[src/include/dsp_defs.svh]
// word width, register count, register index width and compare history depth macros
`ifndef DSP_DEFS_SVH
`define DSP_DEFS_SVH

// ********************
// datapath sizing
// ********************

`define DSP_DATA_WIDTH 16 // one fixed-point word

`define DSP_REG_COUNT  16 // data registers r0..r15
`define DSP_REG_IDX_W  4  // log2 of the register count

// ********************
// status unit
// ********************

`define DSP_CACC_DEPTH 8  // compare accumulator, last eight compares

`endif

[src/source/dsp_pkg.sv]
// data word type, register index type and instruction word struct
`include "dsp_defs.svh"

package dsp_pkg;

	// one data word on the X, Y and result buses
	typedef logic [`DSP_DATA_WIDTH-1:0] data_t;

	// register file index
	typedef logic [`DSP_REG_IDX_W-1:0] reg_idx_t;

	// ********************
	// instruction word
	// ********************
	// 19 bits, msb first
	// sat, log, hc, sc select the operation
	// rn is written back, rx and ry are read

	typedef struct packed {
		logic       sat; // saturate on overflow
		logic       log; // logical group when set
		logic [1:0] hc;  // operation class
		logic [2:0] sc;  // sub-code within class
		reg_idx_t   rn;  // destination
		reg_idx_t   rx;  // x source
		reg_idx_t   ry;  // y source
	} instr_t;

endpackage

[src/source/alu.sv]
// sixteen-bit ALU with operand latches, operation mux, ripple-carry adder, flags, saturation
`timescale 1ns/1ps
`include "dsp_defs.svh"

module alu
(
	input  logic           clk,
	input  logic           reset,
	input  dsp_pkg::data_t xb_dtx,
	input  dsp_pkg::data_t xb_dty,
	input  logic           ps_alu_en,
	input  logic           ps_alu_log,
	input  logic           ps_alu_sat,
	input  logic           ps_alu_ci,    // AC from the previous instruction
	input  logic [1:0]     ps_alu_hc,
	input  logic [2:0]     ps_alu_sc,
	output dsp_pkg::data_t alu_xb_dt,
	output logic           alu_ps_az,
	output logic           alu_ps_an,
	output logic           alu_ps_ac,
	output logic           alu_ps_av,
	output logic           alu_ps_compd
);

	localparam int W = `DSP_DATA_WIDTH;

	dsp_pkg::data_t x, y;           // latched operands
	logic           alu_en;         // execute cycle marker
	logic           alu_log, alu_sat;
	logic [1:0]     alu_hc;
	logic [2:0]     alu_sc;

	dsp_pkg::data_t add_a, add_b, sum;
	logic           add_ci;
	logic [W:0]     carry;          // carry[i] into bit i
	logic           ovf;            // signed overflow of the adder
	logic           lt;             // x < y signed, from x - y
	logic           is_cmp, no_flags;
	dsp_pkg::data_t raw;            // result before saturation

	// ********************
	// latches
	// ********************

	always_ff @(posedge clk or negedge reset)
	begin
		if (!reset)
		begin
			alu_en  <= 1'b0;
			alu_log <= 1'b0;
			alu_hc  <= 2'b00;
			alu_sc  <= 3'b000;
			alu_sat <= 1'b0;
		end
		else
		begin
			alu_en <= ps_alu_en;
			if (ps_alu_en)
			begin
				alu_log <= ps_alu_log;
				alu_hc  <= ps_alu_hc;
				alu_sc  <= ps_alu_sc;
				alu_sat <= ps_alu_sat; // held until the next issue
			end
		end
	end

	always_ff @(posedge clk)
	begin
		if (ps_alu_en)
			x <= xb_dtx;
		if (ps_alu_en && !ps_alu_hc[1])
			y <= xb_dty; // unary classes keep the old y
	end

	// ********************
	// adder operands
	// ********************

	always_comb
	begin
		add_a  = x;
		add_b  = '0;
		add_ci = 1'b0;
		if (!alu_log)
		begin
			case (alu_hc)
				2'b00:
				begin
					add_b  = y ^ {W{alu_sc[0]}}; // invert y for subtract and compare
					add_ci = alu_sc[1] ? ps_alu_ci : alu_sc[0]; // ci, or ci-1 with ~y
				end
				2'b01:
				begin
					add_b  = ~y; // x - y picks min/max
					add_ci = 1'b1;
				end
				2'b10:
				begin
					add_a  = x ^ {W{alu_sc[0]}}; // -x = ~x + 1, else pass
					add_ci = alu_sc[0];
				end
				default:
				begin
					add_a  = x ^ {W{x[W-1]}}; // abs, negate only when x < 0
					add_ci = x[W-1];
				end
			endcase
		end
	end

	// ripple-carry chain
	always_comb
	begin
		carry[0] = add_ci;
		for (int i = 0; i < W; i++)
		begin
			sum[i]     = add_a[i] ^ add_b[i] ^ carry[i];
			carry[i+1] = (add_a[i] & add_b[i]) | (add_a[i] & carry[i]) | (add_b[i] & carry[i]);
		end
	end

	assign ovf      = carry[W] ^ carry[W-1];
	assign lt       = sum[W-1] ^ ovf;
	assign is_cmp   = !alu_log && (alu_hc == 2'b00) && (alu_sc == 3'b101);
	assign no_flags = alu_log | is_cmp | (alu_hc == 2'b01); // logical, compare, min, max

	// ********************
	// operation mux
	// ********************

	always_comb
	begin
		if (alu_log)
		begin
			case (alu_hc)
				2'b00:
				begin
					case (alu_sc[1:0])
						2'b00:   raw = x & y;
						2'b01:   raw = x | y;
						2'b10:   raw = x ^ y;
						default: raw = '0; // unused code
					endcase
				end
				2'b10:   raw = {{(W-1){1'b0}}, (alu_sc[0] ? |x : &x)};
				2'b11:   raw = ~x;
				default: raw = '0;
			endcase
		end
		else
		begin
			case (alu_hc)
				2'b00:
				begin
					if (is_cmp)
						raw = lt ? '1 : ((sum == '0) ? '0 : dsp_pkg::data_t'(1)); // ffff / 0 / 1
					else
						raw = sum;
				end
				2'b01:   raw = alu_sc[1] ? (lt ? y : x) : (lt ? x : y); // max : min
				default: raw = sum; // negate, pass, abs
			endcase
		end
	end

	// flags, AV taken before the clamp
	assign alu_ps_ac = carry[W] & ~no_flags;
	assign alu_ps_av = ovf & ~no_flags;

	// sign of the wrapped sum tells the overflow direction
	assign alu_xb_dt = (alu_sat && alu_ps_av) ?
		(sum[W-1] ? {1'b0, {(W-1){1'b1}}} : {1'b1, {(W-1){1'b0}}}) : raw;

	assign alu_ps_az    = (alu_xb_dt == '0);
	assign alu_ps_an    = alu_xb_dt[W-1];
	assign alu_ps_compd = alu_en & is_cmp;

endmodule

[src/source/alu_status.sv]
// arithmetic flag register, sticky overflow bit and compare accumulator
`timescale 1ns/1ps
`include "dsp_defs.svh"

module alu_status
(
	input  logic                       clk,
	input  logic                       reset,
	input  logic                       exec_valid,   // ALU execute cycle
	input  logic                       az,
	input  logic                       an,
	input  logic                       ac,
	input  logic                       av,
	input  logic                       compd,        // execute cycle holds a compare
	input  logic                       sticky_clear,
	output logic                       flag_az,
	output logic                       flag_an,
	output logic                       flag_ac,      // also the ALU carry input
	output logic                       flag_av,
	output logic                       sticky_ov,
	output logic [`DSP_CACC_DEPTH-1:0] cacc
);

	always_ff @(posedge clk or negedge reset)
	begin
		if (!reset)
		begin
			flag_az   <= 1'b0;
			flag_an   <= 1'b0;
			flag_ac   <= 1'b0;
			flag_av   <= 1'b0;
			sticky_ov <= 1'b0;
			cacc      <= '0;
		end
		else
		begin
			if (exec_valid)
			begin
				flag_az <= az;
				flag_an <= an;
				flag_ac <= ac;
				flag_av <= av;
			end
			// clear first, a new overflow on the same edge sets it again
			sticky_ov <= (sticky_ov & ~sticky_clear) | (exec_valid & av);
			if (exec_valid && compd)
				cacc <= {cacc[`DSP_CACC_DEPTH-2:0], an}; // newest "x < y" in bit 0
		end
	end

endmodule

[src/source/compute_unit.sv]
// compute unit top level with decoder, register file, ALU and status unit
`timescale 1ns/1ps
`include "dsp_defs.svh"

module compute_unit
(
	input  logic                       clk,
	input  logic                       reset,
	input  logic                       instr_valid,
	input  dsp_pkg::instr_t            instr,
	input  logic                       load_en,
	input  dsp_pkg::reg_idx_t          load_addr,
	input  dsp_pkg::data_t             load_data,
	input  logic                       sticky_clear,
	output dsp_pkg::data_t             result,
	output logic                       result_valid,
	output logic                       flag_az,
	output logic                       flag_an,
	output logic                       flag_ac,
	output logic                       flag_av,
	output logic                       sticky_ov,
	output logic [`DSP_CACC_DEPTH-1:0] cacc
);

	dsp_pkg::reg_idx_t rd_x_addr, rd_y_addr, wb_addr;
	dsp_pkg::data_t    xb_dtx, xb_dty, alu_xb_dt;
	logic              ps_alu_en, ps_alu_log, ps_alu_sat, wb_en;
	logic [1:0]        ps_alu_hc;
	logic [2:0]        ps_alu_sc;
	logic              alu_ps_az, alu_ps_an, alu_ps_ac, alu_ps_av, alu_ps_compd;

	instr_decode u_decode (.clk, .reset, .instr_valid, .instr, .rd_x_addr, .rd_y_addr,
		.ps_alu_en, .ps_alu_log, .ps_alu_sat, .ps_alu_hc, .ps_alu_sc, .wb_en, .wb_addr);

	reg_file u_regs (.clk, .reset, .rd_x_addr, .rd_y_addr, .xb_dtx, .xb_dty, .wb_en,
		.wb_addr, .wb_data(alu_xb_dt), .load_en, .load_addr, .load_data);

	// carry in is the registered AC
	alu u_alu (.clk, .reset, .xb_dtx, .xb_dty, .ps_alu_en, .ps_alu_log, .ps_alu_sat,
		.ps_alu_ci(flag_ac), .ps_alu_hc, .ps_alu_sc, .alu_xb_dt, .alu_ps_az, .alu_ps_an,
		.alu_ps_ac, .alu_ps_av, .alu_ps_compd);

	alu_status u_status (.clk, .reset, .exec_valid(wb_en), .az(alu_ps_az), .an(alu_ps_an),
		.ac(alu_ps_ac), .av(alu_ps_av), .compd(alu_ps_compd), .sticky_clear, .flag_az,
		.flag_an, .flag_ac, .flag_av, .sticky_ov, .cacc);

	assign result       = alu_xb_dt; // valid in the execute cycle only
	assign result_valid = wb_en;

endmodule

[src/source/instr_decode.sv]
// instruction decoder with ALU control fan-out and write-back index pipeline
`timescale 1ns/1ps

module instr_decode
(
	input  logic              clk,
	input  logic              reset,
	input  logic              instr_valid, // one strobe per instruction
	input  dsp_pkg::instr_t   instr,
	output dsp_pkg::reg_idx_t rd_x_addr,
	output dsp_pkg::reg_idx_t rd_y_addr,
	output logic              ps_alu_en,
	output logic              ps_alu_log,
	output logic              ps_alu_sat,
	output logic [1:0]        ps_alu_hc,
	output logic [2:0]        ps_alu_sc,
	output logic              wb_en,
	output dsp_pkg::reg_idx_t wb_addr
);

	// issue stage, straight from the instruction word
	assign rd_x_addr  = instr.rx; // register file reads same cycle
	assign rd_y_addr  = instr.ry;
	assign ps_alu_en  = instr_valid; // ALU latches on this
	assign ps_alu_log = instr.log;
	assign ps_alu_sat = instr.sat;
	assign ps_alu_hc  = instr.hc;
	assign ps_alu_sc  = instr.sc;

	// write-back stage, lines up with the ALU execute cycle
	always_ff @(posedge clk or negedge reset)
	begin
		if (!reset)
			wb_en <= 1'b0;
		else
			wb_en <= instr_valid; // next issue may overlap this one
	end

	always_ff @(posedge clk)
	begin
		wb_addr <= instr.rn; // only looked at while wb_en
	end

endmodule

[src/source/reg_file.sv]
// data register file with two asynchronous read ports, write-back bypass and load port
`timescale 1ns/1ps
`include "dsp_defs.svh"

module reg_file
(
	input  logic              clk,
	input  logic              reset,
	input  dsp_pkg::reg_idx_t rd_x_addr,
	input  dsp_pkg::reg_idx_t rd_y_addr,
	output dsp_pkg::data_t    xb_dtx,
	output dsp_pkg::data_t    xb_dty,
	input  logic              wb_en,
	input  dsp_pkg::reg_idx_t wb_addr,
	input  dsp_pkg::data_t    wb_data,
	input  logic              load_en,   // never together with wb_en
	input  dsp_pkg::reg_idx_t load_addr,
	input  dsp_pkg::data_t    load_data
);

	dsp_pkg::data_t regs [`DSP_REG_COUNT]; // r0..r15

	// ********************
	// write side
	// ********************

	always_ff @(posedge clk or negedge reset)
	begin
		if (!reset)
		begin
			for (int i = 0; i < `DSP_REG_COUNT; i++)
				regs[i] <= '0; // all registers read zero after reset
		end
		else if (wb_en)
			regs[wb_addr] <= wb_data; // ALU result
		else if (load_en)
			regs[load_addr] <= load_data; // external preload
	end

	// ********************
	// read side
	// ********************
	// the result still in flight is forwarded
	// so a dependent instruction issued back-to-back sees it

	assign xb_dtx = (wb_en && (rd_x_addr == wb_addr)) ? wb_data : regs[rd_x_addr];
	assign xb_dty = (wb_en && (rd_y_addr == wb_addr)) ? wb_data : regs[rd_y_addr];

endmodule

[config.mk]
export PLATFORM = sky130hd
export DESIGN_NAME = compute_unit
export DESIGN_NICKNAME = d
export VERILOG_FILES = /design/src/source/dsp_pkg.sv /design/src/source/alu.sv /design/src/source/alu_status.sv /design/src/source/compute_unit.sv /design/src/source/instr_decode.sv /design/src/source/reg_file.sv
export VERILOG_INCLUDE_DIRS = /design/src /design/src/include
export SDC_FILE = /design/constraint.sdc
export NUM_CORES = 1
export LEC_CHECK = 0
export BUFFER_PORTS_ARGS = -buffer_cell sky130_fd_sc_hd__buf_4
export CAP_MARGIN = 15
export CORE_UTILIZATION = 55
export DETAILED_ROUTE_END_ITERATION = 7
export GPL_ROUTABILITY_DRIVEN = 0
export PLACE_DENSITY_LB_ADDON = 0.15
export SLEW_MARGIN = 20
export SYNTH_ARGS = -nofsm -noshare
export SYNTH_HDL_FRONTEND = slang
export SYNTH_SLANG_ARGS = --single-unit
[constraint.sdc]
create_clock -name clk -period 20.8 [get_ports clk]
set_input_delay 2.08 -clock clk [delete_from_list [all_inputs] [get_ports clk]]
set_output_delay 2.08 -clock clk [all_outputs]
set_load 0.1 [all_outputs]
==> results.py, run 1 <==
metrics = {
    "sta": {
        "setup-tns-final_ps": 0,
        "worst_pin_slew_ps": 1200,
        "hold_viol": 0,
        "drv_slew": 0,
        "rsz0062_at_grt": "no",
        "finClkSkew_ps": 17.58,
        "report.final.setup_viol": 0,
        "min_period_ps": 14050,
        "timing.fmax_mhz": 71.20,
        "relSlewSlack": 0.1978,
        "layout_worst_path_cycle_share": 0.6752,
        "hold_ws_ps": 502.0,
        "postLayoutSetupSlackWorst_ps": 6755,
    },
    "placement": {
        "dp.cells": 2114,
        "detailedPlacementHpwl_um": 45130,
        "port_buffers": 73,
        "post-place-ws_ps": 7232,
    },
    "global_routing": {
        "grt_pass1_vias": 16847,
        "first_pass_grt_wire_length_um": 108400,
        "grt_remaining_overflow": 0,
        "grt_start_max_net_pins": 93,
        "grt_use_total": 0.4112,
        "grt_antenna_before_repair": 0,
    },
    "clock_network": {
        "cts-root-to-sink-buffers": 3,
        "cts.htree.levels": 2,
        "postCtsHoldBufs": 0,
        "cts-resized-gates": 0,
        "clock_latency_ps": 540,
        "cts_made_buffers": 35,
        "number_of_sinks_driven_by_the_clock_tree": 313,
        "post_cts.repair.setup_buffers": 0,
        "cts_tree": "yes",
        "clk_transition_reported_paths_ps": 60,
        "cts_root_buffer": "sky130_fd_sc_hd__clkbuf_16",
    },
    "layout": {
        "post-route-util": 0.6210,
        "area_growth_pct": 10.09,
        "mostFrequentLayoutCell": "sky130_fd_sc_hd__dfrtp_1",
        "final_net_count": 1792,
        "diodes": 0,
        "drive_above_1_share": 0.2329,
        "layout.cells.most_common_list": "sky130_fd_sc_hd__dfrtp_1, sky130_fd_sc_hd__nand2_1, sky130_fd_sc_hd__o221ai_1",
        "fin_cells": 2177,
    },
    "critical_path": {
        "largest_delay_contributor_family_on_the_critical_path": "adder cells",
        "critical_path_buf_inv_count": 5,
        "worst-path-max-fanout": 16,
        "crit_type": "flip-flop to output port",
        "type_of_element_capturing_the_critical_path": "output port",
        "critPathSlowestCell": "sky130_fd_sc_hd__dfrtp_1",
        "cp.arrival_ps": 11970,
        "max_stage_delay_ps": 710,
        "critPathLaunchType": "flip-flop",
        "crit_required_ps": 18720,
        "critical-path-top-cell-by-count": "sky130_fd_sc_hd__fa_1",
    },
    "yosys": {
        "syn_avg_cell_area_um2": 11.47,
        "synth_seq_cells": 313,
        "synth-seq-area-share": 0.4062,
        "synth_xor_xnor_area_share": 0.01880,
        "combinational_family_with_the_most_area_after_synthesis": "multiplexers",
        "synthSimpleGateAreaFrac": 0.09083,
        "synth_compound_area_frac": 0.1726,
        "ys.warnings.count": 0,
        "mapped_cells": 1712,
        "mappedNetlistNets": 1807,
        "mappedNetlistArea_mm2": 0.01963,
        "distinct_cells_synth": 70,
        "yosys_most_used_dff": "sky130_fd_sc_hd__dfrtp_1",
        "synth-adder-area-share": 0.03901,
        "synth.mux.area_fraction": 0.2251,
        "synth_edf_count": 32,
        "synth_async_sr_flop_share": 0.8850,
    },
    "die": {
        "dieArea_mm2": 0.03645,
        "fp.dieH_um": 190.9,
        "fp-row-count": 68,
        "starting_density_of_the_core": 0.5641,
        "core_region_area_mm2": 0.03480,
        "chipWidth_um": 190.9,
        "number_of_primary_i_o_pins": 74,
    },
    "drt": {
        "route.vias.total": 16842,
        "drtIter0Drc": 2502,
        "detail_route.drc_violations": 0,
        "ant_nets": 0,
        "total_iterations_of_the_first_detailed_routing_run": 6,
        "routedWlPerCell_um": 33.77,
        "routed_wl_um": 73520,
        "vias_per_cell": 7.736,
    },
    "run": {
        "max_cap_viol_count": 0,
    },
    "power": {
        "p_leak_nw": 8.984,
        "peakVddDrop_mv": 0.09233,
        "powerDensity_mw_per_mm2": 120.8,
    },
    "hold_path": {
        "hp-class": "flip-flop to flip-flop",
    },
    "status": {
        "run_status": "complete, no violations",
    },
}
## state kept, by name, summed over array words and instances, names as in the netlist
name / flops
u_alu.alu_en: 1
u_alu.alu_sc: 3
u_status.cacc: 8
u_alu.alu_hc: 2
u_decode.wb_addr: 4
u_status.flag_av: 1
u_status.flag_ac: 1
u_regs.regs: 256
u_alu.x: 16
u_status.flag_an: 1
u_alu.y: 16
u_alu.alu_log: 1
u_alu.alu_sat: 1
u_status.sticky_ov: 1
u_status.flag_az: 1
## cell families (layout without fill, tap and decap cells)
family	count (synthesis)	in the layout
AO/OA/AOI/OAI	452	452
AND/OR/NAND/NOR	389	389
flip-flops	313	313
multiplexers	236	236
buffers and inverters	231	241
adder cells (fa/ha/maj)	51	51
XOR/XNOR	40	40
## worst min-delay path: stages, from the launching register on
cell	delay, ps
sky130_fd_sc_hd__dfrtp_1	350
sky130_fd_sc_hd__nand2_1	50
sky130_fd_sc_hd__o221ai_1	60
## area by class of cell
| type | count | area (um^2) |
|---|---|---|
| Timing Repair Buffer | 118 | 904.6 |
| Multi-Input combinational cell | 1168 | 10810 |
| Tap cell | 455 | 569.3 |
| Clock inverter | 12 | 123.9 |
| Fill cell | 2787 | 13190 |
| Clock buffer | 50 | 1003 |
| Inverter | 61 | 229.0 |
| Sequential cell | 313 | 7973 |
## layer usage
| metal | track usage | routed length, um | share of wire | up-vias |
|---|---|---|---|---|
| met4 | 0.2557 | 5439 | 0.074 | 0 |
| met3 | 0.1617 | 10490 | 0.14 | 365 |
| li1 | - | - | - | 6639 |
| met5 | 0 | 0 | 0 | - |
| met1 | 0.5147 | 25470 | 0.35 | 8398 |
| met2 | 0.5973 | 32120 | 0.44 | 1440 |
## per-stage QoR
step	power, W	cell area, um^2
2_1_floorplan	0.001671	19630
3_3_place_gp	0.001920	20430
3_5_place_dp	0.001953	20450
4_1_cts	0.002579	21580
5_1_grt	0.002710	21610
6_report	0.002611	21610
## power by group
group	internal (W)	total [W]	switching, W
clock	0.000362	0.000627	0.000265
sequential	0.000807	0.000963	0.000156
combinational	0.000433	0.00102	0.000588
## cells in the mapped netlist, types with 33 or more instances
cell type	count	area share
sky130_fd_sc_hd__a22oi_1	73	0.028
sky130_fd_sc_hd__mux4_2	160	0.18
sky130_fd_sc_hd__dfrtp_1	277	0.35
sky130_fd_sc_hd__nor2_1	35	0.0067
sky130_fd_sc_hd__inv_1	59	0.011
sky130_fd_sc_hd__mux2_2	44	0.025
sky130_fd_sc_hd__nand2_1	245	0.047
sky130_fd_sc_hd__ha_1	34	0.022
sky130_fd_sc_hd__clkbuf_1	128	0.024
sky130_fd_sc_hd__o221ai_1	194	0.087
sky130_fd_sc_hd__o21ai_0	95	0.024
sky130_fd_sc_hd__xnor2_1	33	0.015
sky130_fd_sc_hd__buf_2	37	0.0094
## final timing paths
path,start,to,slack (ps),cells after the start
worst max-delay path,u_alu.alu_hc[1],result[9],6750,27
worst min-delay path,u_regs.regs[28],u_regs.regs[28],500,2
worst max register to register,u_alu.alu_hc[1],u_status.flag_az,8920,28
worst min register to register,u_regs.regs[28],u_regs.regs[28],500,2
max in group asynchronous,reset,u_regs.regs[1],17770,2
min in group asynchronous,reset,u_regs.regs[44],1580,1
Note: power is estimated with default switching activity, not from simulation.
==> inputs of run 2 (changes only) <==
- clock period: 20.8 -> 11.4 ns (I/O delays scaled with it)
==> run 2 against run 1 <==
Critical path depth is the same. Die area is the same. Core utilization grew 1.6 points. Power grew 92%. Cell count grew 1.6%. Wire length shrank 1.9%. Sequential power grew 83%. First-iteration DRC count shrank 11%. Combinational power grew 97%. Flip-flop and latch count is the same. Register-to-register slack lost 7600 ps. Clock power grew 96%. Critical endpoint is now result[13]. Largest power group unchanged.
==> results.py, run 2 (synthesis results as in run 1) <==
metrics = {
    "sta": {
        "finClkSkew_ps": 32.56,
        "hold_viol": 0,
        "drv_slew": 0,
        "hold_ws_ps": 506.2,
        "relSlewSlack": 0.1771,
        "worst_pin_slew_ps": 1231,
        "setup-tns-final_ps": 0,
        "layout_worst_path_cycle_share": 0.9774,
        "report.final.setup_viol": 0,
        "rsz0062_at_grt": "no",
        "min_period_ps": 11140,
        "timing.fmax_mhz": 89.75,
    },
    "clock_network": {
        "cts_root_buffer": "sky130_fd_sc_hd__clkbuf_16",
        "cts-root-to-sink-buffers": 3,
        "clock_latency_ps": 550,
        "cts_made_buffers": 36,
        "cts.htree.levels": 2,
        "clk_transition_reported_paths_ps": 60,
        "postCtsHoldBufs": 0,
        "number_of_sinks_driven_by_the_clock_tree": 313,
        "cts_tree": "yes",
    },
    "drt": {
        "total_iterations_of_the_first_detailed_routing_run": 8,
        "drtIter0Drc": 2230,
        "routed_wl_um": 72150,
        "route.vias.total": 16764,
        "ant_nets": 0,
        "vias_per_cell": 7.579,
        "detail_route.drc_violations": 0,
        "routedWlPerCell_um": 32.62,
    },
    "hold_path": {
        "hp-class": "flip-flop to flip-flop",
        "min_delay_path_depth": 2,
    },
    "layout": {
        "reg.largest.list": "u_regs.regs (256), u_alu.x (16), u_alu.y (16)",
        "layout.cells.most_common_list": "sky130_fd_sc_hd__dfrtp_1, sky130_fd_sc_hd__nand2_1, sky130_fd_sc_hd__o221ai_1",
        "area_growth_pct": 12.91,
        "mostFrequentLayoutCell": "sky130_fd_sc_hd__dfrtp_1",
        "max_ffs_per_register": 256,
        "max_flop_register": "u_regs.regs",
        "drive_above_1_share": 0.2716,
        "fin_cells": 2212,
        "final_net_count": 1825,
    },
    "power": {
        "switch_pwr_w": 0.001913,
        "clock_power_share": 0.246,
        "power.switching_fraction": 0.3824,
        "p_int_w": 0.003089,
        "seqPwrFrac": 0.351,
        "report.power.total_w": 0.005002,
        "powerDensity_mw_per_mm2": 225.7,
        "p_leak_nw": 9.154,
        "power.combinational.fraction": 0.402,
        "peakVddDrop_mv": 0.1606,
    },
    "status": {
        "run_status": "complete, no violations",
    },
    "global_routing": {
        "grt_antenna_before_repair": 0,
        "grt_pass1_vias": 16753,
        "grt_start_max_net_pins": 83,
        "grt_remaining_overflow": 0,
        "grt_use_total": 0.4042,
        "first_pass_grt_wire_length_um": 106600,
    },
    "critical_path": {
        "crit_type": "flip-flop to output port",
        "r2r.worst_path.cells": 29,
        "crit_required_ps": 10260,
        "type_of_element_capturing_the_critical_path": "output port",
        "cp.arrival_ps": 10000,
        "ff2ff_setup_slack_ps": 1350,
        "worst-path-max-fanout": 5,
        "critPathLaunchType": "flip-flop",
    },
    "die": {
        "fp-row-count": 68,
        "chipWidth_um": 190.9,
        "core_region_area_mm2": 0.03480,
        "starting_density_of_the_core": 0.5641,
        "number_of_primary_i_o_pins": 74,
        "fp.dieH_um": 190.9,
        "dieArea_mm2": 0.03645,
    },
    "placement": {
        "dp.cells": 2134,
        "port_buffers": 73,
        "detailedPlacementHpwl_um": 45690,
    },
    "run": {
        "max_cap_viol_count": 0,
    },
}
-- run 2: what timing repair did --
| item | in CTS | in global routing |
|---|---|---|
| hold endpoints to repair | 0 | 0 |
| buffers inserted | 2 | 11 |
| resized for setup | 21 | 17 |
| endpoints found under the setup margin | 16 | 16 |
| pin swaps | 1 | 5 |
-- run 2: final cells by class --
cell class / instances / area, um^2
Clock buffer: 48 / 1081
Timing Repair Buffer: 150 / 1177
Clock inverter: 16 / 173.9
Antenna cell: 1 / 2.502
Tap cell: 455 / 569.3
Fill cell: 2700 / 12640
Multi-Input combinational cell: 1168 / 10900
Sequential cell: 313 / 7974
Inverter: 61 / 281.5
-- run 2: routing by layer --
metal  wire (um)  part of all wire  track usage  vias to the layer above
met2       32420              0.45       0.5945                     1263
met5           0                 0            0                        -
met3        8623              0.12       0.1259                      331
met1       25640              0.36       0.5067                     8466
li1            -                 -            -                     6704
met4        5459             0.076       0.2892                        0
-- run 2: path summary, 6_finish.rpt --
| kind | startpoint | end |
|---|---|---|
| worst max-delay path | u_alu.alu_hc[0] | result[13] |
| worst min-delay path | u_regs.regs[34] | u_regs.regs[34] |
| worst max register to register | u_alu.alu_hc[0] | u_status.flag_az |
| worst min register to register | u_regs.regs[34] | u_regs.regs[34] |
| max in group asynchronous | reset | u_alu.alu_hc[0] |
| min in group asynchronous | reset | u_regs.regs[219] |
-- run 2: per-stage QoR --
stage,setup WS (ps),util,cell area [um^2]
2_1_floorplan,17.30,-,19700
5_1_grt,28.40,0.6368,22160
4_1_cts,3.337,0.6322,22000
3_3_place_gp,273.5,0.5932,20640
6_report,257.3,0.6369,22160
3_5_place_dp,43.81,0.5936,20660
-- run 2: worst max-delay path, cell delays in order, from the launching register on --
cell and delay (ps):
sky130_fd_sc_hd__dfrtp_2 450, sky130_fd_sc_hd__nor2_4 190, sky130_fd_sc_hd__o21ai_0 130, sky130_fd_sc_hd__o211a_1 160, sky130_fd_sc_hd__fa_1 420, sky130_fd_sc_hd__inv_1 100
sky130_fd_sc_hd__fa_1 200, sky130_fd_sc_hd__inv_1 60, sky130_fd_sc_hd__fa_1 460, sky130_fd_sc_hd__fa_2 430, sky130_fd_sc_hd__fa_1 470, sky130_fd_sc_hd__fa_2 410
sky130_fd_sc_hd__fa_1 450, sky130_fd_sc_hd__fa_1 460, sky130_fd_sc_hd__fa_2 410, sky130_fd_sc_hd__fa_1 450, sky130_fd_sc_hd__fa_1 470, sky130_fd_sc_hd__fa_2 410
sky130_fd_sc_hd__fa_2 420, sky130_fd_sc_hd__fa_2 430, sky130_fd_sc_hd__fa_2 400, sky130_fd_sc_hd__inv_1 100, sky130_fd_sc_hd__fa_2 470, sky130_fd_sc_hd__or3b_2 500
sky130_fd_sc_hd__o21a_2 270, sky130_fd_sc_hd__a221o_1 400, sky130_fd_sc_hd__clkinvlp_4 150, sky130_fd_sc_hd__buf_12 180
-- run 2: power groups by stage --
stage,Sequential (W),Clock [W],Combinational [W]
5_1_grt,0.00179,0.00128,0.00212
6_report,0.00176,0.00123,0.00201
2_1_floorplan,0.00170,0,0.00137
3_5_place_dp,0.00175,0,0.00189
3_3_place_gp,0.00172,0,0.00185
4_1_cts,0.00173,0.00123,0.00192
